`src/source/icache_consts.svh`:
```
`ifndef ICACHE_CONSTS_SVH
`define ICACHE_CONSTS_SVH

// line geometry
`define ICACHE_LINE_WORDS  16 // 64 bytes per line
`define ICACHE_SETS        16
`define ICACHE_WAYS        4

// address split into tag, index and offset
`define ICACHE_OFFSET_BITS 6  // pc[5:0]
`define ICACHE_INDEX_BITS  4  // pc[9:6]
`define ICACHE_TAG_BITS    22 // pc[31:10]

`endif

```
`src/source/icache_pkg.sv`:
```
package icache_pkg;

`include "icache_consts.svh"

    typedef logic [31:0] addr_t;  // byte address
    typedef logic [31:0] word_t;  // instruction or refill beat
    typedef logic [63:0] fetch_t; // low word at lower address

    typedef logic [`ICACHE_LINE_WORDS*32-1:0] line_t; // word 0 in low bits
    typedef logic [`ICACHE_TAG_BITS-1:0]      tag_t;
    typedef logic [`ICACHE_INDEX_BITS-1:0]    index_t;
    typedef logic [`ICACHE_WAYS-1:0]          way_mask_t;
    typedef logic [2:0]                       plru_t; // tree bits of one set

    typedef enum logic [2:0] {
        ST_IDLE,
        ST_LOOKUP,
        ST_MISS_REQ,
        ST_REFILL,
        ST_FILL,
        ST_RESP
    } ctrl_state_t;

endpackage

```
`src/source/icache_ctrl.sv`:
```
`timescale 1ns/10ps

module icache_ctrl import icache_pkg::*; (
    input  logic      clk,
    input  logic      rst,
    input  logic      valid,
    input  logic      cache_hit,
    input  logic      r_rdy,
    input  logic      line_done,
    input  way_mask_t victim_way,
    output logic      rbuf_we,
    output logic      vbuf_we,
    output logic      plru_en,
    output logic      refill_start,
    output logic      r_req,
    output logic      r_data_ready,
    output logic      rdata_sel,
    output logic      data_valid,
    output way_mask_t tagv_we,
    output way_mask_t data_we
);

    ctrl_state_t state;
    ctrl_state_t state_next;

    always_ff @(posedge clk) begin
        if (rst) begin
            state <= ST_IDLE;
        end else begin
            state <= state_next;
        end
    end

    always_comb begin
        state_next = state;
        case (state)
            ST_IDLE: begin
                if (valid) begin
                    state_next = ST_LOOKUP;
                end
            end
            ST_LOOKUP:   state_next = cache_hit ? ST_IDLE : ST_MISS_REQ;
            ST_MISS_REQ: begin
                if (r_rdy) begin
                    state_next = ST_REFILL;
                end
            end
            ST_REFILL: begin
                if (line_done) begin // last beat sampled
                    state_next = ST_FILL;
                end
            end
            ST_FILL:     state_next = ST_RESP;
            ST_RESP:     state_next = ST_IDLE;
            default:     state_next = ST_IDLE;
        endcase
    end

    assign rbuf_we      = (state == ST_IDLE) && valid;        // request accepted
    assign vbuf_we      = (state == ST_LOOKUP) && !cache_hit; // miss detected
    assign plru_en      = ((state == ST_LOOKUP) && cache_hit) || (state == ST_FILL);
    assign refill_start = (state == ST_MISS_REQ) && r_rdy;
    assign r_req        = (state == ST_MISS_REQ);
    assign r_data_ready = (state == ST_REFILL);
    assign rdata_sel    = (state == ST_RESP);                 // answer from refill line
    assign data_valid   = ((state == ST_LOOKUP) && cache_hit) || (state == ST_RESP);
    assign tagv_we      = (state == ST_FILL) ? victim_way : '0;
    assign data_we      = (state == ST_FILL) ? victim_way : '0;

    // the memory side answers only a pending request
    a_rdy_with_req: assert property (@(posedge clk) disable iff (rst) r_rdy |-> r_req);

    a_dv_pulse: assert property (@(posedge clk) disable iff (rst)
        data_valid |=> !data_valid);

endmodule

```
`config.mk`:
```
export PLATFORM = sky130hd
export DESIGN_NAME = icache_ctrl
export DESIGN_NICKNAME = d
export VERILOG_FILES = /design/src/source/icache_pkg.sv /design/src/source/icache_ctrl.sv
export VERILOG_INCLUDE_DIRS = /design/src /design/src/source
export SDC_FILE = /design/constraint.sdc
export NUM_CORES = 1
export LEC_CHECK = 0
export ABC_CLOCK_PERIOD_IN_PS = 2040
export BUFFER_PORTS_ARGS = -buffer_cell sky130_fd_sc_hd__buf_2
export CORE_AREA = 4 4 41 43
export CTS_BUF_LIST = sky130_fd_sc_hd__clkbuf_4 sky130_fd_sc_hd__clkbuf_8
export DETAILED_ROUTE_END_ITERATION = 6
export DIE_AREA = 0 0 45 47
export PLACE_DENSITY_LB_ADDON = 0.05
export SLEW_MARGIN = 20
export SYNTH_ARGS = -nofsm -noshare
export SYNTH_HDL_FRONTEND = slang
export SYNTH_SLANG_ARGS = --single-unit
export TNS_END_PERCENT = 30
```
`constraint.sdc`:
```
create_clock -name clk -period 2.04 [get_ports clk]
set_input_delay 0.102 -clock clk [delete_from_list [all_inputs] [get_ports clk]]
set_output_delay 0.102 -clock clk [all_outputs]
set_load 0.05 [all_outputs]
```
==> flow_metrics.py <==
metrics = {
    "outcome": {
        "outcome": "finished, final reports clean",
    },
    "min_path": {
        "hold_path_class": "in -> reg",
        "hold_depth": 2,
        "hp-start": "rst",
        "hold_path_end": "state[2]",
    },
    "timing": {
        "skew_ns": 0.00326,
        "fin_crit_sh": 0.786,
        "grt_setup_unrepaired": "false",
        "fmax_mhz": 624,
        "report.final.slew_viol_count": 0,
        "tns_ns": 0,
        "fin_hold_ws_ns": 0.0770,
        "setup_viol": 0,
        "hold_viol_final": 0,
        "period_minus_slack_ns": 1.60,
        "slew_headroom": 0.770,
        "tightest_slew_ns": 0.344,
    },
    "floorplanning": {
        "io_pins": 26,
        "die_y_um": 47,
        "start_util": 0.207,
        "die_x_um": 45,
        "core_area_um2": 1300,
        "num_rows": 13,
        "die_area_um2": 2120,
    },
    "layout": {
        "area_delta_synth_final_pct": 48.8,
        "drive_above_1_share": 0.533,
        "num-nets-final": 71,
        "largest_register": "state",
        "fin_area_um2": 400,
        "diodes": 0,
        "largest_reg_flops": 3,
        "final-instance-count-excl-fill": 75,
        "top_regs": "state: 3 flops",
    },
    "clocking": {
        "cts-root-buf": "clkbuf_4",
        "postCtsHoldBufs": 0,
        "cts_resized": 0,
        "cts.sinks": 3,
        "cts-buffers-inserted": 3,
        "path_clk_slew_ns": 0.04,
        "post-cts-setup-buffers": 0,
        "cts_tree": "built",
        "worstSkewPairLatency_ns": 0.23,
        "cts_buffer_depth": 2,
        "htreeDepth": 1,
    },
    "detailed_routing": {
        "drtIter0Drc": 4,
        "drt_pass1_iterations": 3,
        "antenna_left": 0,
        "avgRoutedWirePerCell_um": 10.1,
        "num_vias": 328,
        "drcViolationCount": 0,
        "avgViaCountPerCell": 4.37,
        "drt_wl_total_um": 759,
    },
    "synthesis": {
        "ys_ff_latch": 3,
        "synthFlopType": "dfxtp_1",
        "syn_area_um2": 269,
        "yosysUniqueCellTypes": 19,
        "seq_area_frac_synth": 0.223,
        "synth.net_count": 47,
        "synth-async-reset-ratio": 0,
        "yosys-top-cells-area": "dfxtp_1, buf_4, and3_1",
        "yosysWarnings": 0,
        "avgSynthCellArea_um2": 7.27,
        "synth_edf_count": 0,
        "synth_top_area_cell": "dfxtp_1",
        "synth_cells": 37,
        "synth_top_area_share": 0.223,
        "yosys-top-cells-count": "and3_1, buf_4, nor2_1, dfxtp_1",
    },
    "worst_setup_path": {
        "required_ns": 1.94,
        "critPathKind": "reg -> out",
        "ff2ff_setup_slack_ns": 0.93,
        "slowest_delay_ns": 0.50,
        "worstPathMaxFanout": 11,
        "cp-start-kind": "flip-flop",
        "r2r_cells": 3,
        "cp.arrival_ns": 1.50,
        "crit_chain": "and2b_1 -> and2b_1 -> and2_1 -> buf_2",
        "end_kind": "primary output",
        "cpMostUsedCell": "and2b_1",
        "cpMaxStageDelayCell": "dfxtp_1",
        "regToRegEndpoint": "state[2]",
        "reg2reg_from": "state[2]",
    },
    "job": {
        "cap_violations": 0,
    },
    "global_routing": {
        "grt_max_degree": 12,
        "grt_pass1_vias": 292,
        "grt_use_total": 0.0805,
        "overflow": 0,
        "antenna_found_initial": 0,
        "grt_pass1_wl_um": 1210,
    },
    "place": {
        "port-buffer-count": 25,
        "gp_congestion": 0.703,
        "dp_cells": 71,
        "place_area_um2": 370,
        "hpwl_um": 632,
    },
    "pwr": {
        "peakVddDrop_mv": 0.198,
        "powerDensity_nw_per_um2": 649,
        "leakage_uw": 0.000251,
    },
}
[per-layer routing]
| layer | routed length, µm | GRT usage | part of all wire | up-vias |
|---|---|---|---|---|
| met2 | 306 | 0.110 | 0.40 | 22 |
| met1 | 337 | 0.0998 | 0.44 | 136 |
| li1 | - | - | - | 170 |
| met4 | 0 | 0.0702 | 0 | 0 |
| met5 | 0 | 0 | 0 | - |
| met3 | 115 | 0.0268 | 0.15 | 0 |
[critical path, delay by kind of cell, from the launching register on]
kind / cells / cell delay, ns
AND/OR/NAND/NOR: 3 / 0.56
flip-flops: 1 / 0.50
buffers and inverters: 1 / 0.20
[kinds of logic after synthesis]
family | after synthesis | synth area share
buffers and inverters | 7 | 0.172
flip-flops | 3 | 0.223
AO/OA/AOI/OAI | 6 | 0.149
multiplexers | 1 | 0.0558
AND/OR/NAND/NOR | 20 | 0.400
[cell type report]
| type | instances | area (µm²) |
|---|---|---|
| fill | 149 | 901 |
| multi-input combinational | 27 | 163 |
| sequential | 3 | 60.1 |
| tap | 15 | 18.8 |
| clock buffer | 4 | 30.0 |
| timing repair buffer | 25 | 125 |
| inverter | 1 | 3.75 |
[where the power goes]
part	switching, µW	leakage (µW)	internal, µW
logic	49.9	0.000208	23.6
clock network	30.3	0.0000184	86.5
registers	7.28	0.0000245	62.3
[cell usage in the layout (no fill, tap or decap), types with 2 or more instances in the layout]
master / synthesis / final
nor3_1: 2 / 2
and2_1: 2 / 2
and3_1: 5 / 5
dfxtp_1: 3 / 3
clkbuf_4: 0 / 4
buf_2: 1 / 25
and2b_1: 2 / 2
nor2_1: 5 / 5
nand2_1: 2 / 2
[worst max-delay path by stage]
stage | start | end | cells after the start
final | state[2] | refill_start | 4
after global routing | state[2] | refill_start | 4
after CTS | state[2] | refill_start | 4
after detailed placement | state[2] | refill_start | 4
after global placement | state[2] | refill_start | 4
after floorplan | state[0] | vbuf_we | 3
[through the flow]
step                       util  total power, µW  worst slack, ns
after floorplan               -              123            0.321
after global placement    0.285              146            0.702
after detailed placement  0.285              145            0.679
after CTS                 0.308              264            0.428
after global routing      0.308              282            0.336
final                     0.308              260            0.437
Power figures use the tool's default switching activity.
