--- src/source/icache_consts.svh ---
`ifndef ICACHE_CONSTS_SVH
`define ICACHE_CONSTS_SVH

// line geometry
`define ICACHE_LINE_WORDS  16 // 64 bytes per line
`define ICACHE_SETS        16
`define ICACHE_WAYS        4

// address split into tag, index and offset
`define ICACHE_OFFSET_BITS 6  // pc[5:0]
`define ICACHE_INDEX_BITS  4  // pc[9:6]
`define ICACHE_TAG_BITS    22 // pc[31:10]

`endif

--- src/source/icache_pkg.sv ---
package icache_pkg;

`include "icache_consts.svh"

    typedef logic [31:0] addr_t;  // byte address
    typedef logic [31:0] word_t;  // instruction or refill beat
    typedef logic [63:0] fetch_t; // low word at lower address

    typedef logic [`ICACHE_LINE_WORDS*32-1:0] line_t; // word 0 in low bits
    typedef logic [`ICACHE_TAG_BITS-1:0]      tag_t;
    typedef logic [`ICACHE_INDEX_BITS-1:0]    index_t;
    typedef logic [`ICACHE_WAYS-1:0]          way_mask_t;
    typedef logic [2:0]                       plru_t; // tree bits of one set

    typedef enum logic [2:0] {
        ST_IDLE,
        ST_LOOKUP,
        ST_MISS_REQ,
        ST_REFILL,
        ST_FILL,
        ST_RESP
    } ctrl_state_t;

endpackage

--- src/source/icache_plru.sv ---
`timescale 1ns/10ps
`include "icache_consts.svh"

module icache_plru import icache_pkg::*; (
    input  logic      clk,
    input  logic      rst,
    input  logic      en,
    input  index_t    index,
    input  way_mask_t touch,
    input  way_mask_t valid_ways,
    output way_mask_t victim
);

    plru_t     tree_q [`ICACHE_SETS];
    plru_t     tree;
    plru_t     tree_upd;
    way_mask_t tree_way;

    assign tree = tree_q[index];

    // bit 0 picks the pair and bits 1 and 2 the way inside it
    assign tree_way = tree[0] ? (tree[2] ? 4'b1000 : 4'b0100)
                              : (tree[1] ? 4'b0010 : 4'b0001);

    always_comb begin
        victim = tree_way;
        for (int w = `ICACHE_WAYS - 1; w >= 0; w--) begin // lowest invalid way wins
            if (!valid_ways[w]) begin
                victim    = '0;
                victim[w] = 1'b1;
            end
        end
    end

    // point the touched path away from the touched way
    always_comb begin
        tree_upd = tree;
        if (touch[0]) begin
            tree_upd[0] = 1'b1;
            tree_upd[1] = 1'b1;
        end else if (touch[1]) begin
            tree_upd[0] = 1'b1;
            tree_upd[1] = 1'b0;
        end else if (touch[2]) begin
            tree_upd[0] = 1'b0;
            tree_upd[2] = 1'b1;
        end else if (touch[3]) begin
            tree_upd[0] = 1'b0;
            tree_upd[2] = 1'b0;
        end
    end

    always_ff @(posedge clk) begin
        if (rst) begin
            for (int s = 0; s < `ICACHE_SETS; s++) begin
                tree_q[s] <= '0;
            end
        end else if (en) begin
            tree_q[index] <= tree_upd;
        end
    end

    // update comes from a hit or a fill of a single way
    a_touch_onehot: assert property (@(posedge clk) disable iff (rst) en |-> $onehot(touch));

endmodule

--- config.mk ---
export PLATFORM = sky130hd
export DESIGN_NAME = icache_plru
export DESIGN_NICKNAME = d
export VERILOG_FILES = /design/src/source/icache_pkg.sv /design/src/source/icache_plru.sv
export VERILOG_INCLUDE_DIRS = /design/src /design/src/source
export SDC_FILE = /design/constraint.sdc
export NUM_CORES = 1
export LEC_CHECK = 0
export ABC_AREA = 1
export BUFFER_PORTS_ARGS = -buffer_cell sky130_fd_sc_hd__buf_2
export CORE_ASPECT_RATIO = 1.2
export CORE_MARGIN = 3
export CORE_UTILIZATION = 40
export DETAILED_ROUTE_END_ITERATION = 8
export PLACE_DENSITY = 0.66
export SKIP_LAST_GASP = 1
export SLEW_MARGIN = 5
export SYNTH_ARGS = -nofsm -noshare
export SYNTH_HDL_FRONTEND = slang
export SYNTH_SLANG_ARGS = --single-unit
export TNS_END_PERCENT = 5
--- constraint.sdc ---
create_clock -name clk -period 4.45 [get_ports clk]
set_input_delay 0.445 -clock clk [delete_from_list [all_inputs] [get_ports clk]]
set_output_delay 0.445 -clock clk [all_outputs]
set_load 0.05 [all_outputs]
==> parameters.txt <==
Parameter                              Value

Job
  Number of violations of the max-capacitance limit    0

Clock network
  Gates resized, CTS repair    0
  Post-CTS repair timing setup buffer count    0
  Insertion delay of the later-clocked pin in the worst-skew pair    0.30 ns
  Clock transition time at the flip-flop clock pins of the worst setup and hold paths    0.10 ns
  Clock Tree Buf Depth    2
  CTS Hold Bufs    0
  Root Buffer    sky130_fd_sc_hd__clkbuf_8
  Number of H-tree branching levels    2
  TritonCTS clock tree    yes
  Clock buffer count from CTS    5
  Count of clock tree sinks    48

Worst setup path
  Type of element launching the critical path    primary input
  Element type at the critical path end    primary output
  Worst Setup Path Type    in2out
  Crit path arrival time    2.13 ns
  Worst Path Max Fanout    27
  CP required    4.01 ns

Placement
  Detailed Place HPWL    4210 um
  Count of port buffers added during placement    18
  Worst setup slack before clock tree synthesis    1.91 ns
  Placed cell count    410
  Area after detailed placement    2780 um2
  GP Congestion    0.845

Timing
  Actual transition at the worst max-transition pin    0.862 ns
  Count of final max-slew check failures    0
  Post-route setup slack    1.88 ns
  Final TNS setup    0 ns
  Final cycle utilization of the critical path    0.578
  Hold Slack    0.744 ns
  Unrepaired setup endpoints after global routing    no
  Final setup fails    0
  Min cycle time layout    2.57 ns
  Hold violation count in the final report    0
  Worst-case clock skew    0.0130 ns
  Maximum achievable frequency    389 MHz
  Max transition margin    0.421

Min path
  Classification of the worst-slack hold path    in2reg

Synthesis
  Adder-cell area share of the yosys netlist    0
  Cells after synthesis    320
  Synth area leaders    sky130_fd_sc_hd__edfxtp_1 54%, sky130_fd_sc_hd__nand2_1 24%, sky130_fd_sc_hd__a21oi_1 6.9%
  XOR/XNOR share of the synthesized area    0
  Cell type contributing the most total cell area after synthesis    sky130_fd_sc_hd__edfxtp_1
  Share of synthesized cell area in and, or, nand and nor gates    0.277
  Post-synth cell types    17
  Largest family of logic cells by synthesized area    simple AND/OR/NAND/NOR gates
  Sequential fraction of the synthesis area    0.535
  Area fraction of the dominant cell type after synthesis    0.535
  Ys Warns    0
  Multiplexer share of the synthesized area    0
  Cell area after technology mapping    2690 um2
  Total nets after synthesis    335
  Count of state elements after synthesis    48
  Synthesized area per cell    8.41 um2
  Compound-Gate Fraction of Synth Area    0.124

Detailed routing
  Router iterations before antenna repair    5
  Vias after detailed routing    2192
  WL per Instance    15.2 um
  Detailed Route Iter0 Violations    143
  DRT antenna net count    0
  Final routed DRC violation total    0
  Routed Wire Length    6370 um
  Routed via count divided by cell count    5.24

Final layout
  Largest register by flop count    tree_q
  Count of non-filler cells in the finished layout    418
  Most frequent standard cell in the layout excluding fill and tap cells    sky130_fd_sc_hd__nand2_1
  Max reg flops    48
  Nets@finish    347
  Highest-count cells in the layout ignoring fill and taps    172 x sky130_fd_sc_hd__nand2_1, 48 x sky130_fd_sc_hd__edfxtp_1, 37 x sky130_fd_sc_hd__a21oi_1
  Antenna cells    0
  Final std cell area, no fill    2870 um2
  Share of cells above drive strength 1    0.147
  Biggest registers after layout    tree_q: 48 flops
  Post-synthesis to final-layout area growth    6.64%

Floorplan
  DIE AREA    7760 um2
  Number of core rows    32
  Die width    80.9 um
  Core Footprint    6490 um2
  Starting density of the core    0.415
  Die H    95.9 um
  Number of primary I/O pins    19

Power
  Sequential fraction of design power    0.577
  Share of total power consumed by net switching    0.275
  Clock network fraction of total power    0.287
  Worst voltage drop across the vdd grid    130 uV
  Total power divided by cell area    315 nW/um2
  Net Sw Power    0.000248 W
  Combinational share of power    0.136
  Internal power    0.000655 W
  Leak    1.27 nW

Global route
  Largest net degree at the start of global routing    28
  First-pass GRT wire length    10200 um
  Aggregate global routing overflow    0
  Vias in the first global route    2096
  Gr usage total    0.177
  Antenna violations before repair    0

Run status
  Status    complete, no violations
## metrics by stage
stage	power [W]	util
final	0.000904	0.443
after global routing	0.000935	0.443
after CTS	0.000901	0.443
after detailed placement	0.000654	0.429
after global placement	0.000653	0.429
after floorplan	0.000624	-
## area by class of cell
cell class	count	area [um2]
inverter	13	56.3
clock inverter	3	18.8
timing repair buffer	19	97.6
tap	85	106
sequential	48	1440
fill	665	3610
clock buffer	5	68.8
multi-input combinational	245	1080
## metal layers
| metal | share of wire | wire [um] | track usage | up-vias |
|---|---|---|---|---|
| li1 | - | - | - | 1073 |
| met1 | 0.44 | 2800 | 0.233 | 1032 |
| met2 | 0.48 | 3070 | 0.300 | 78 |
| met3 | 0.060 | 381 | 0.0150 | 9 |
| met4 | 0.018 | 114 | 0.0690 | 0 |
| met5 | 0 | 0 | 0 | - |
## Yosys cell counts
cell / count
sky130_fd_sc_hd__a21oi_1: 37
sky130_fd_sc_hd__a21oi_2: 13
sky130_fd_sc_hd__buf_2: 2
sky130_fd_sc_hd__buf_6: 8
sky130_fd_sc_hd__clkbuf_1: 4
sky130_fd_sc_hd__clkinv_1: 1
sky130_fd_sc_hd__edfxtp_1: 48
sky130_fd_sc_hd__inv_1: 10
sky130_fd_sc_hd__inv_2: 1
sky130_fd_sc_hd__inv_8: 1
sky130_fd_sc_hd__nand2_1: 172
sky130_fd_sc_hd__nand2_2: 3
sky130_fd_sc_hd__nand2_4: 1
sky130_fd_sc_hd__nor2_1: 12
sky130_fd_sc_hd__nor3_1: 5
sky130_fd_sc_hd__o21ai_4: 1
sky130_fd_sc_hd__o21bai_4: 1
## power by group through the flow
stage | sequential [W] | clock [W] | combinational, W
3_5_place_dp | 0.000532 | 0 | 0.000122
2_1_floorplan | 0.000528 | 0 | 0.0000952
6_report | 0.000521 | 0.000259 | 0.000123
4_1_cts | 0.000521 | 0.000257 | 0.000123
5_1_grt | 0.000523 | 0.000274 | 0.000138
3_3_place_gp | 0.000531 | 0 | 0.000121
## worst max-delay path: stages
cell and delay, ns:
sky130_fd_sc_hd__buf_2 0.44, sky130_fd_sc_hd__inv_8 0.15, sky130_fd_sc_hd__nand2_1 0.09, sky130_fd_sc_hd__nand2_1 0.06, sky130_fd_sc_hd__nand2_1 0.06, sky130_fd_sc_hd__nand2_1 0.06, sky130_fd_sc_hd__nand2_1 0.05, sky130_fd_sc_hd__nand2_1 0.09
sky130_fd_sc_hd__nor2_1 0.20, sky130_fd_sc_hd__a21oi_1 0.10, sky130_fd_sc_hd__nor2_1 0.09, sky130_fd_sc_hd__buf_2 0.26
## worst paths after layout
check | startpoint | endpoint | slack (ns) | cells past startpoint
setup / recovery | index[0] | victim[1] | 1.88 | 12
hold / removal | index[2] | tree_q[10][0] | 0.74 | 4
setup reg to reg | tree_q[14][1] | tree_q[0][1] | 2.67 | 8
hold reg to reg | tree_q[7][2] | tree_q[9][2] | 1.10 | 8
## cells by family after synthesis
logic type      count (synthesis)
simple gates                  193
buf+inv                        27
compound gates                 52
flops                          48
(Power assumes the default switching activity.)
