[src/source/icache_consts.svh]
`ifndef ICACHE_CONSTS_SVH
`define ICACHE_CONSTS_SVH

// line geometry
`define ICACHE_LINE_WORDS  16 // 64 bytes per line
`define ICACHE_SETS        16
`define ICACHE_WAYS        4

// address split into tag, index and offset
`define ICACHE_OFFSET_BITS 6  // pc[5:0]
`define ICACHE_INDEX_BITS  4  // pc[9:6]
`define ICACHE_TAG_BITS    22 // pc[31:10]

`endif

[src/source/icache_pkg.sv]
package icache_pkg;

`include "icache_consts.svh"

    typedef logic [31:0] addr_t;  // byte address
    typedef logic [31:0] word_t;  // instruction or refill beat
    typedef logic [63:0] fetch_t; // low word at lower address

    typedef logic [`ICACHE_LINE_WORDS*32-1:0] line_t; // word 0 in low bits
    typedef logic [`ICACHE_TAG_BITS-1:0]      tag_t;
    typedef logic [`ICACHE_INDEX_BITS-1:0]    index_t;
    typedef logic [`ICACHE_WAYS-1:0]          way_mask_t;
    typedef logic [2:0]                       plru_t; // tree bits of one set

    typedef enum logic [2:0] {
        ST_IDLE,
        ST_LOOKUP,
        ST_MISS_REQ,
        ST_REFILL,
        ST_FILL,
        ST_RESP
    } ctrl_state_t;

endpackage

[src/source/icache_tagv.sv]
`timescale 1ns/10ps
`include "icache_consts.svh"

module icache_tagv import icache_pkg::*; (
    input  logic      clk,
    input  logic      rst,
    input  addr_t     r_addr,
    input  addr_t     w_addr,
    input  way_mask_t we,
    output way_mask_t hit,
    output way_mask_t valid_ways,
    output logic      cache_hit
);

    tag_t      tag_q   [`ICACHE_WAYS][`ICACHE_SETS];
    way_mask_t valid_q [`ICACHE_SETS];
    index_t    look_index;
    tag_t      look_tag;
    index_t    w_index;
    tag_t      w_tag;

    assign w_index = w_addr[`ICACHE_OFFSET_BITS +: `ICACHE_INDEX_BITS];
    assign w_tag   = w_addr[31 -: `ICACHE_TAG_BITS];

    // lookup address compared one cycle later
    always_ff @(posedge clk) begin
        look_index <= r_addr[`ICACHE_OFFSET_BITS +: `ICACHE_INDEX_BITS];
        look_tag   <= r_addr[31 -: `ICACHE_TAG_BITS];
    end

    always_ff @(posedge clk) begin
        if (rst) begin
            for (int s = 0; s < `ICACHE_SETS; s++) begin
                valid_q[s] <= '0;
                for (int w = 0; w < `ICACHE_WAYS; w++) begin
                    tag_q[w][s] <= '0;
                end
            end
        end else begin
            for (int w = 0; w < `ICACHE_WAYS; w++) begin
                if (we[w]) begin
                    valid_q[w_index][w] <= 1'b1;
                    tag_q[w][w_index]   <= w_tag;
                end
            end
        end
    end

    always_comb begin
        for (int w = 0; w < `ICACHE_WAYS; w++) begin
            hit[w] = valid_q[look_index][w] && (tag_q[w][look_index] == look_tag);
        end
    end

    assign valid_ways = valid_q[look_index]; // feeds victim choice
    assign cache_hit  = |hit;

    // a filled tag never lands in two ways of one set
    a_hit_onehot: assert property (@(posedge clk) disable iff (rst) $onehot0(hit));

endmodule
[config.mk]
export PLATFORM = sky130hd
export DESIGN_NAME = icache_tagv
export DESIGN_NICKNAME = d
export VERILOG_FILES = /design/src/source/icache_pkg.sv /design/src/source/icache_tagv.sv
export VERILOG_INCLUDE_DIRS = /design/src /design/src/source
export SDC_FILE = /design/constraint.sdc
export NUM_CORES = 2
export LEC_CHECK = 0
export BUFFER_PORTS_ARGS = -buffer_cell sky130_fd_sc_hd__buf_2
export CAP_MARGIN = 40
export CORE_MARGIN = 1.5
export CORE_UTILIZATION = 65
export DETAILED_ROUTE_END_ITERATION = 10
export PLACE_DENSITY = 0.84
export SLEW_MARGIN = 20
export SYNTH_ARGS = -nofsm -noshare
export SYNTH_HDL_FRONTEND = slang
export SYNTH_SLANG_ARGS = --single-unit
[constraint.sdc]
create_clock -name clk -period 9.3 [get_ports clk]
set_input_delay 1.395 -clock clk [delete_from_list [all_inputs] [get_ports clk]]
set_output_delay 1.395 -clock clk [all_outputs]
set_load 0.1 [all_outputs]
==> flow_metrics.py <==
metrics = {
    "final_layout": {
        "area.growth.synth_to_final_pct": 9.76,
        "finalNetCount": 4762,
        "drive_gt1_share_pct": 19.0,
        "final_cell_count_no_fill": 6210,
        "n_fill_cell": 6328,
    },
    "synthesis": {
        "ys_seq_area_share_pct": 63.4,
        "async_reset_ff_share_pct": 0,
        "ys_warn_count": 0,
        "yosysTopAreaCell": "sky130_fd_sc_hd__edfxtp_1",
        "synth_top_cell_area_share_pct": 60.2,
        "synth_simple_gate_area_share_pct": 14.8,
        "mappedNetlistNets": 4787,
        "avgSynthCellArea_sq_um": 14.7,
        "synthCells": 4717,
        "synth_top_cells_by_area": "sky130_fd_sc_hd__edfxtp_1 (60%), sky130_fd_sc_hd__and2_1 (13%), sky130_fd_sc_hd__mux4_2 (10%), sky130_fd_sc_hd__dfxtp_1 (3.2%), sky130_fd_sc_hd__mux2i_1 (2.7%)",
        "synth.cells.most_frequent": "sky130_fd_sc_hd__and2_1 (1,391), sky130_fd_sc_hd__edfxtp_1 (1,386), sky130_fd_sc_hd__mux4_2 (317)",
        "post_synth_instance_area_sq_um": 69200,
        "synthMostInstantiatedCell": "sky130_fd_sc_hd__and2_1",
        "synth-seq-cells": 1498,
        "synth_compound_area_share_pct": 4.01,
        "synth_cell_type_count": 78,
        "synth_top_family_by_area": "simple AND/OR/NAND/NOR gates",
        "post_synth_fa_ha_maj_area_fraction_pct": 0,
        "muxShareOfSynthArea_pct": 13.4,
        "xor_xnor_fraction_of_synth_area_pct": 1.08,
        "number_of_flops_mapped_to_enable_cells_by_yosys": 1386,
        "synthFlopType": "sky130_fd_sc_hd__edfxtp_1",
    },
    "detailed_routing": {
        "drtIter0Drc": 6622,
        "first_pass_iters": 11,
        "vias": 42300,
        "antenna_left": 0,
        "drt_drc_violations_left": 12,
        "viasPerCell": 6.81,
        "average_routed_wire_per_standard_cell_um": 31.2,
        "detail_route.wirelength_um": 194000,
    },
    "timing": {
        "setup_violations": 0,
        "setup-tns-final_ps": 0,
        "setup_repair_after_global_routing_missed_its_margin": "false",
        "slew-limit-headroom_pct": 40.2,
        "setup_ws_ps": 2630,
        "final-hold-violation-count": 0,
        "worstMarginPinSlew_ps": 885,
        "period_utilisation_layout_pct": 71.7,
        "timing.clock.skew_ps": 0,
        "finalWorstPathRequiredPeriod_ps": 6670,
        "achievable-frequency_mhz": 150,
        "timing_max_transition_violations_final": 0,
    },
    "worst_setup_path": {
        "worst-path-max-fanout": 90,
        "length_in_cells_of_the_worst_reg_to_reg_path": 2,
        "critical_path_type": "reg -> out",
        "crit_arrival_ps": 5270,
        "endpoint_kind": "output pin",
        "required_ps": 7910,
        "cp-start-kind": "register",
    },
    "clocking": {
        "post_cts_resize_count": 0,
        "cts-buffers-inserted": 150,
        "cts_tree": "yes",
        "ctsHoldBuffers": 0,
        "clock_tree.buffer_depth": 3,
        "numClockSinks": 1498,
        "h_tree_levels": 4,
        "clock_tree.root_cell": "sky130_fd_sc_hd__clkbuf_16",
        "clkLatencyLatePin_ps": 770,
        "cts.clk_slew.worst_paths_ps": 60,
        "cts_setup_buffers": 0,
    },
    "placed_design": {
        "post-place-cells": 5928,
        "dp_worst_setup_slack_ps": 3360,
        "port_buffers": 66,
        "globalplace.congestion": 0.919,
        "hpwl_um": 110000,
    },
    "floorplanning": {
        "floorplan.core_area_sq_um": 105000,
        "die_width_um": 329,
        "initial_utilization_pct": 65.6,
        "dieArea_sq_um": 108000,
        "floorplan.rows": 119,
        "die-height_um": 329,
        "ios": 79,
    },
    "global_routing": {
        "use_met2_pct": 54.8,
        "grt_pass1_vias": 42300,
        "grt.overflow.total": 0,
        "top_usage_layer": "met2",
        "global_route_wire_length_before_repair_um": 278000,
        "grt.total_usage_pct": 36.0,
        "global_route.usage.met1_pct": 47.3,
        "grt_antenna_before_repair": 13,
        "use_met3_pct": 11.4,
        "largest_net_degree_at_the_start_of_global_routing": 92,
    },
    "worst_hold_path": {
        "timing.hold.worst.class": "reg -> reg",
        "worstHoldPathCells": 1,
    },
    "power_and_ir_drop": {
        "power.ir.vdd_worst_mv": 0.189,
        "power_leakage_nw": 27.4,
        "power_per_cell_area_nw_per_um2": 198,
    },
    "run": {
        "count_of_maximum_capacitance_violations": 0,
    },
    "outcome": {
        "violations": "DRC",
        "status": "complete, but fails checks",
    },
}
[state kept, by name, summed over array words and instances, names as in the netlist]
register    flops
valid_q        64
tag_q        1408
look_tag       22
look_index      4
[metrics by stage]
step	total power [W]	area (sq um)	hold slack, ps	utilization, %
after floorplan	0.00877	69200	421	-
after global routing	0.0153	75900	450	72.0
after detailed placement	0.00926	71200	434	67.5
after CTS	0.0150	75900	447	72.0
final	0.0150	75900	444	72.0
after global placement	0.00920	70900	427	67.3
[cells in the final DEF, fill, tap and decap left out, drive strengths merged, types with 17 or more instances in the layout]
cell type  count
mux2i        185
nand3         28
a22oi         39
a221oi        22
and2        1391
edfxtp      1386
nand2        124
clkinv        58
buf          285
a21oi         35
o21ai        127
nor2         103
xnor2         68
a21o          64
mux4         320
clkbuf       208
dfxtp        112
inv           22
xor2          17
o22ai         19
[logic make-up (layout without fill, tap and decap cells)]
group	after synthesis	in the layout
muxes	521	521
xor gates and xnor gates	85	85
other	0	7
DFF	1498	1498
buffers and inverters	486	581
AOI/OAI and AO/OA	404	404
and+or+nand+nor	1723	1723
[routing by layer]
| layer | share of wire (%) | up-vias |
|---|---|---|
| met5 | 0.047 | - |
| met4 | 5.5 | 10 |
| met3 | 15 | 697 |
| met2 | 46 | 3319 |
| met1 | 34 | 21100 |
| li1 | - | 17200 |
[worst paths after layout]
path	startpoint	to	slack [ps]
max	look_index[0]$_DFF_P_	cache_hit	2630
min	valid_q[10][2]$_DFF_P_	valid_q[10][2]$_DFF_P_	440
max reg2reg	tag_q[0][2]$_SDFFE_PP0P_	tag_q[0][2]$_SDFFE_PP0P_	8500
min reg2reg	valid_q[10][2]$_DFF_P_	valid_q[10][2]$_DFF_P_	440
[cell type report]
class / count / area (sq um) / area share (%)
multi-input combinational: 2733 / 23300 / 30.6
antenna: 7 / 17.5 / 0.0231
tap: 1391 / 1740 / 2.29
clock buffer: 207 / 4210 / 5.54
sequential: 1498 / 43900 / 57.8
inverter: 23 / 91.3 / 0.120
clock inverter: 65 / 498 / 0.656
timing repair buffer: 286 / 2240 / 2.95
[critical path, stage by stage (launching register included)]
cell and delay (ps):
sky130_fd_sc_hd__dfxtp_4 500, sky130_fd_sc_hd__buf_12 540, sky130_fd_sc_hd__buf_4 640, sky130_fd_sc_hd__mux4_2 620
sky130_fd_sc_hd__mux4_2 550, sky130_fd_sc_hd__xnor2_1 160, sky130_fd_sc_hd__o2111a_1 230, sky130_fd_sc_hd__nand4_1 110
sky130_fd_sc_hd__nor4_2 380, sky130_fd_sc_hd__or4_1 180, sky130_fd_sc_hd__buf_2 420
[power by group]
part / switching [W] / internal (W)
sequential: 0.000117 / 0.00772
clock: 0.00252 / 0.00330
combinational: 0.000857 / 0.000485
Note: power is estimated with default switching activity, not from simulation.
