### config.mk
export PLATFORM = sky130hd
export DESIGN_NAME = icache_refill
export DESIGN_NICKNAME = d
export VERILOG_FILES = /design/src/source/icache_pkg.sv /design/src/source/icache_refill.sv
export VERILOG_INCLUDE_DIRS = /design/src /design/src/source
export SDC_FILE = /design/constraint.sdc
export NUM_CORES = 1
export LEC_CHECK = 0
export ABC_AREA = 1
export BUFFER_PORTS_ARGS = -buffer_cell sky130_fd_sc_hd__buf_2
export CAP_MARGIN = 20
export CELL_PAD_IN_SITES_DETAIL_PLACEMENT = 0
export CELL_PAD_IN_SITES_GLOBAL_PLACEMENT = 1
export CORE_AREA = 2 2 193 290
export CTS_CLUSTER_SIZE = 8
export DETAILED_ROUTE_END_ITERATION = 6
export DIE_AREA = 0 0 195 292
export PLACE_DENSITY = 0.79
export RECOVER_POWER = 25
export SLEW_MARGIN = 40
export SYNTH_ARGS = -nofsm -noshare
export SYNTH_HDL_FRONTEND = slang
export SYNTH_SLANG_ARGS = --single-unit
### constraint.sdc
create_clock -name clk -period 4.6 [get_ports clk]
set_input_delay 0.92 -clock clk [delete_from_list [all_inputs] [get_ports clk]]
set_output_delay 0.92 -clock clk [all_outputs]
set_load 0.02 [all_outputs]
### src/source/icache_consts.svh
`ifndef ICACHE_CONSTS_SVH
`define ICACHE_CONSTS_SVH

// line geometry
`define ICACHE_LINE_WORDS  16 // 64 bytes per line
`define ICACHE_SETS        16
`define ICACHE_WAYS        4

// address split into tag, index and offset
`define ICACHE_OFFSET_BITS 6  // pc[5:0]
`define ICACHE_INDEX_BITS  4  // pc[9:6]
`define ICACHE_TAG_BITS    22 // pc[31:10]

`endif

### src/source/icache_pkg.sv
package icache_pkg;

`include "icache_consts.svh"

    typedef logic [31:0] addr_t;  // byte address
    typedef logic [31:0] word_t;  // instruction or refill beat
    typedef logic [63:0] fetch_t; // low word at lower address

    typedef logic [`ICACHE_LINE_WORDS*32-1:0] line_t; // word 0 in low bits
    typedef logic [`ICACHE_TAG_BITS-1:0]      tag_t;
    typedef logic [`ICACHE_INDEX_BITS-1:0]    index_t;
    typedef logic [`ICACHE_WAYS-1:0]          way_mask_t;
    typedef logic [2:0]                       plru_t; // tree bits of one set

    typedef enum logic [2:0] {
        ST_IDLE,
        ST_LOOKUP,
        ST_MISS_REQ,
        ST_REFILL,
        ST_FILL,
        ST_RESP
    } ctrl_state_t;

endpackage

### src/source/icache_refill.sv
`timescale 1ns/10ps
`include "icache_consts.svh"

module icache_refill import icache_pkg::*; (
    input  logic  clk,
    input  logic  rst,
    input  logic  start,
    input  logic  ret_valid,
    input  logic  ret_last,
    input  word_t r_data,
    output line_t line,
    output logic  line_done
);

    localparam int CNT_BITS = $clog2(`ICACHE_LINE_WORDS);
    localparam logic [CNT_BITS-1:0] LAST_BEAT = CNT_BITS'(`ICACHE_LINE_WORDS - 1);

    logic [CNT_BITS-1:0] beat_cnt; // next word position

    always_ff @(posedge clk) begin
        if (rst) begin
            beat_cnt  <= '0;
            line_done <= 1'b0;
        end else if (start) begin // r_req accepted
            beat_cnt  <= '0;
            line_done <= 1'b0;
        end else if (ret_valid) begin
            beat_cnt <= beat_cnt + 1'b1;
            if (ret_last) begin
                line_done <= 1'b1; // held until the next miss
            end
        end
    end

    always_ff @(posedge clk) begin
        if (ret_valid) begin
            line[beat_cnt*32 +: 32] <= r_data;
        end
    end

    a_no_beat_after_done: assert property (@(posedge clk) disable iff (rst)
        line_done |-> !ret_valid);

    a_last_on_16th: assert property (@(posedge clk) disable iff (rst)
        ret_valid |-> (ret_last == (beat_cnt == LAST_BEAT)));

endmodule

==> run metrics, run 1 <==
DIE AREA ~0.057 mm^2; gr ovfl total 0; Yosys cell types 20; CTS tree built; GPL Wtd Cong around 0.9; syn_nets between 1,500 and 2,000; Ports between 500 and 600; setup bufs post-CTS 0; hpwl dp roughly 55,000 um; Seq/Total Area, Yosys between 70% and 80%; Slowest-stage cell, CP nor2_4; starting density of the core between 30% and 40%; Final Max Tran Viols 0; Synth-to-Final Area Change 26.7%; Synth top cells by count 512 x edfxtp_1, 402 x nor2_1, 199 x nor3_1; hold depth 2; crit path cell chain nor3_1 -> ha_4 -> inv_4 -> nand4_1 -> nor2_4 -> buf_4; count leader, synth edfxtp_1; Worst Reg-to-Reg Cells 6; Synth Cell Area approximately 0.020 mm^2; Die Span X 195 um; Max Freq about 0.29 GHz; Yosys reg bits around 520; core area between 0.05 and 0.06 mm^2; skew final between 0.015 and 0.02 ns; Power, Total around 0.011 W; Hold Violations, Final 0; Via Count roughly 15,000; Worst Path Required 4.88 ns; Nets between 2,000 and 2,500; via/cell ratio roughly 5.3; Hold Crit Class reg -> reg; Pleak 8.24 nW; Root Buffer Master clkbuf_16; Skew-Pair Late Insertion Delay slightly above 0.6 ns; Period minus WS final 3.48 ns; worst-path fanout max 69; # placed instances between 2,000 and 3,000; Buf+Inv Stages, Crit Path 2; post-cts sizing count 0; Syn Area/Cell roughly 13 um^2; clock-pin slew on the worst setup and hold paths 0.05 ns; RR Endpoint line[433]; top-area cell type share of the netlist area ~77%; Worst VDD drop about 0.26 mV; Hold Crit Start line_done; Max-cap violations 0; clk sink count about 520; asr flop ratio synth 0%; antenna viol nets, final 0; final worst slack 1.12 ns; Main synth FF type edfxtp_1; port bufs around 550; period utilisation layout between 70% and 80%; Num CTS Buffers between 70 and 80; fraction of layout instances using a drive strength above 1 15.1%; Reg2Reg Setup Slack roughly 1.1 ns; hold endpoint line_done; cell area power density roughly 420 mW/mm^2; first-pass GRT wire length between 100,000 and 150,000 um; Setup crit end kind register; RSZ-0062 raised after global routing no; first-pass iteration count of the detailed router 6; Max Root-Sink Buffers 3; crit start category register; # setup viols final 0; final cell count without fillers roughly 2,800; Setup CP Type reg -> reg; Setup TNS 0 ns; worst stage delay on the critical path roughly 0.6 ns; vias in the first global route roughly 15,000; Routed WL between 70,000 and 80,000 um; Arrival @ worst endpoint ~3.8 ns; diodes inserted 0; largest net degree at the start of global routing 99; Synth Instances around 1,500; Least-Margin Pin Slew roughly 0.80 ns; Residual DRC 0; Post-synth EDFFs between 500 and 600; DRT iter0 DRCs ~1,400; worst relative slew slack between 40% and 50%; area leader, netlist edfxtp_1; YS warnings 0; drt wl/cell 27.5 um; critical path's top delay family simple AND/OR/NAND/NOR gates; Place WS ~1.1 ns; Core Rows about 110; status finished clean; Die Ht ~300 um; initial antenna violation count 0; synth top area cells edfxtp_1 77%, nor2_1 7.6%, nor3_1 5.0%, nand4_1 2.2%, nand2_1 2.1%; Reg2Reg Launch Point beat_cnt[0]; Total Routing Usage GR a little over a quarter; CTS hold repair buffers 0; H-tree Lvls 3
==> metal layers <==
metal  track usage (%)  wire length, um  up-vias
li1                  -                -     6421
met5                 0                0        -
met4              12.5             3530        0
met1              31.4            27500     7274
met2              46.1            38900      917
met3              6.23             6880      153
==> power breakdown <==
group | switching (W) | internal, W
clock | 0.00203 | 0.00296
combinational | 0.000420 | 0.0000810
sequential | 0.00000931 | 0.00515
total | 0.00246 | 0.00819
==> stage by stage <==
stage                     cell area, um^2  hold WS [ns]  utilization [%]
final                               25200         0.477             46.3
after floorplan                     19900         0.478                -
after detailed placement            23600         0.455             43.3
after global placement              23400         0.449             42.9
after CTS                           25700         0.472             47.2
after global routing                25200         0.548             46.3
==> layout by cell type, fill, tap and decap left out, drive strengths merged <==
cell    synthesis  layout
a21oi           3       3
buf            58     201
clkbuf         61     465
clkinv          1       8
dfxtp           5       5
edfxtp        512     512
ha              3       3
inv           107     110
nand2         109     109
nand3           8       8
nand4          69      69
nor2          402     402
nor3          199     199
o21ai           3       3
xor2            1       1
==> how the worst max path moves through the flow <==
| stage | startpoint | end | slack [ns] | depth (start not counted) |
|---|---|---|---|---|
| after floorplan | beat_cnt[0] | line[288] | 0.10 | 9 |
| after global routing | beat_cnt[0] | line[433] | 0.95 | 6 |
| final | beat_cnt[0] | line[433] | 1.12 | 6 |
| after global placement | beat_cnt[0] | line[436] | 1.18 | 6 |
| after CTS | beat_cnt[0] | line[433] | 1.09 | 6 |
| after detailed placement | beat_cnt[0] | line[436] | 1.11 | 6 |
==> tightest hold or removal path: cells and delay by family, from the launching register on <==
kind | cells | cell delay, ns
compound gates | 1 | 0.08
buf+inv | 1 | 0.04
flops | 1 | 0.32
==> cell families (layout without fill, tap and decap cells) <==
family	Yosys count	after routing	synth area share (%)
AND/OR/NAND/NOR	787	787	17.0
flip-flops	517	517	77.8
buffers and inverters	227	784	4.80
AO/OA/AOI/OAI	6	6	0.151
adder cells (fa/ha/maj)	3	3	0.189
XOR/XNOR	1	1	0.0440
==> area by class of cell <==
| class | count | area, um^2 |
|---|---|---|
| clock inverter | 10 | 183 |
| clock buffer | 84 | 1920 |
| tap | 695 | 870 |
| inverter | 108 | 412 |
| fill | 5097 | 29200 |
| sequential | 517 | 15500 |
| timing repair buffer | 582 | 2690 |
| multi-input combinational | 797 | 3660 |
==> state kept, by name (all words and copies together), names as in the netlist <==
signal and cells:
line 512, beat_cnt 4, line_done 1
(Power assumes the default switching activity.)
==> run 2: changes to the inputs <==
- clock period: 4.6 -> 2.8 ns (I/O delays scaled with it)
==> run metrics, run 2 (same netlist as run 1, synthesis figures left out) <==
Hold Crit Class in -> reg; Num CTS Buffers 75; crit start category register; Nets ~2,100; Place WS a little under 0.09 ns; Via Count between 10,000 and 15,000; critical path's top delay family simple AND/OR/NAND/NOR gates; Max-cap violations 0; Worst VDD drop 0.504 mV; Top reg by flops line; clock-pin slew on the worst setup and hold paths ~0.060 ns; commonest non-fill, non-tap cell in the layout edfxtp_1; first-pass iteration count of the detailed router 7; status finished clean; skew final between 0.03 and 0.04 ns; initial antenna violation count 0; Design Area, Final 0.0255 mm^2; via/cell ratio between 5 and 6; Synth-to-Final Area Change 28.2%; Die Span X slightly below 200 um; DRT iter0 DRCs ~1,600; port bufs between 500 and 600; DIE AREA ~0.057 mm^2; crit path cell chain inv_1 -> ha_4 -> nand3_1 -> buf_4 -> nand3_1 -> buf_4 -> nor2_4 -> buf_12; # setup viols final 0; Pleak between 8 and 9 nW; setup bufs post-CTS 0; final worst slack 0.131 ns; worst-path fanout max 24; largest net degree at the start of global routing between 100 and 150; Max Root-Sink Buffers 3; Skew-Pair Late Insertion Delay 0.61 ns; GPL Wtd Cong just over 0.9; Hold Crit Start ret_last; RSZ-0062 raised after global routing no; biggest regs line (512), beat_cnt (4), line_done (1); CTS hold repair buffers 0; first-pass GRT wire length 108,000 um; cell area power density 688 mW/mm^2; Die Ht around 300 um; met2 GRT Util about 48%; worst stage delay on the critical path roughly 0.4 ns; fraction of layout instances using a drive strength above 1 15.7%; Fin Hold WS 0.265 ns; Arrival @ worst endpoint approximately 3.0 ns; Reg2Reg Launch Point beat_cnt[1]; Final Util 46.9%; hpwl dp about 56,000 um; Hold Violations, Final 0; M3 GR Usage 5.79%; GR Util met1 a little under a third; Least-Margin Pin Slew around 0.76 ns; worst relative slew slack a little under 50%; Total Routing Usage GR 27.1%; launch point of the worst path beat_cnt[1]; H-tree Lvls 3; Root Buffer Master clkbuf_16; Residual DRC 0; drt wl/cell 27.8 um; starting density of the core between 30% and 40%; Buf+Inv Stages, Crit Path 4; Ports 550; vias in the first global route roughly 15,000; layer with the highest usage met2; Setup CP Type reg -> reg; period utilisation layout about 95%; Core Rows 105; Final Max Tran Viols 0; most frequent cells in the layout 512 x edfxtp_1, 397 x clkbuf_1, 391 x nor2_1; Setup crit end kind register; diodes inserted 0; max FFs per register 512; Worst Path Required approximately 3.1 ns; Period minus WS final 2.67 ns; antenna viol nets, final 0; Power, Total 0.0176 W; clk sink count 517; Post-DP Area about 0.024 mm^2; core area 0.0544 mm^2; CTS tree built; Routed WL slightly below 80,000 um; Slowest-stage cell, CP dfxtp_1; post-cts sizing count 0; Max Freq between 0.3 and 0.4 GHz; gr ovfl total 0
## run 2: changes by cell type in the layout (fill, tap and decap cells not counted), moves of 2 or more
cell and delta:
buf_8 -2, nor3_4 +5, buf_12 +20, buf_4 +10
clkbuf_1 +8, nor3_1 +4, clkinv_8 +2, nor3_2 -9
buf_16 -6, clkinv_2 -3
## run 2: worst paths after layout
check,end,slack [ns],cells past startpoint
worst max-delay path,line[85],0.13,8
worst max register to register,line[85],0.13,8
worst min register to register,line_done,0.50,2
worst min-delay path,line_done,0.27,5
## run 2: cell type report
cell class              count  area, um^2
fillers                  5092       28900
flip-flops and latches    517       15500
multi-input cells         798        3680
repair buffers            603        2960
clock buffers              92        1940
well taps                 695         870
inverters                 108         412
clock inverters            10         168
## run 2: worst min-delay path: cells and delay by family
family / cells / cell delay, ns
AND/OR/NAND/NOR: 1 / 0.04
AO/OA/AOI/OAI: 1 / 0.07
buffers and inverters: 3 / 0.17
## run 2: stage by stage
step	std cells	TNS, ns
6_report	2823	0
4_1_cts	2822	0
2_1_floorplan	1541	-19.01
5_1_grt	2823	0
3_3_place_gp	2720	0
3_5_place_dp	2720	0
## run 2: layer usage
layer / vias to the layer above / share of wire (%) / wire length (um)
li1: 6470 / - / -
met1: 7320 / 34 / 26800
met2: 934 / 52 / 40800
met3: 176 / 8.3 / 6490
met4: 0 / 5.8 / 4560
met5: - / 0 / 0
## run 2: power breakdown
part,internal (W),switching (W)
Sequential,0.00846,0.0000127
Clock,0.00487,0.00334
Combinational,0.000158,0.000711
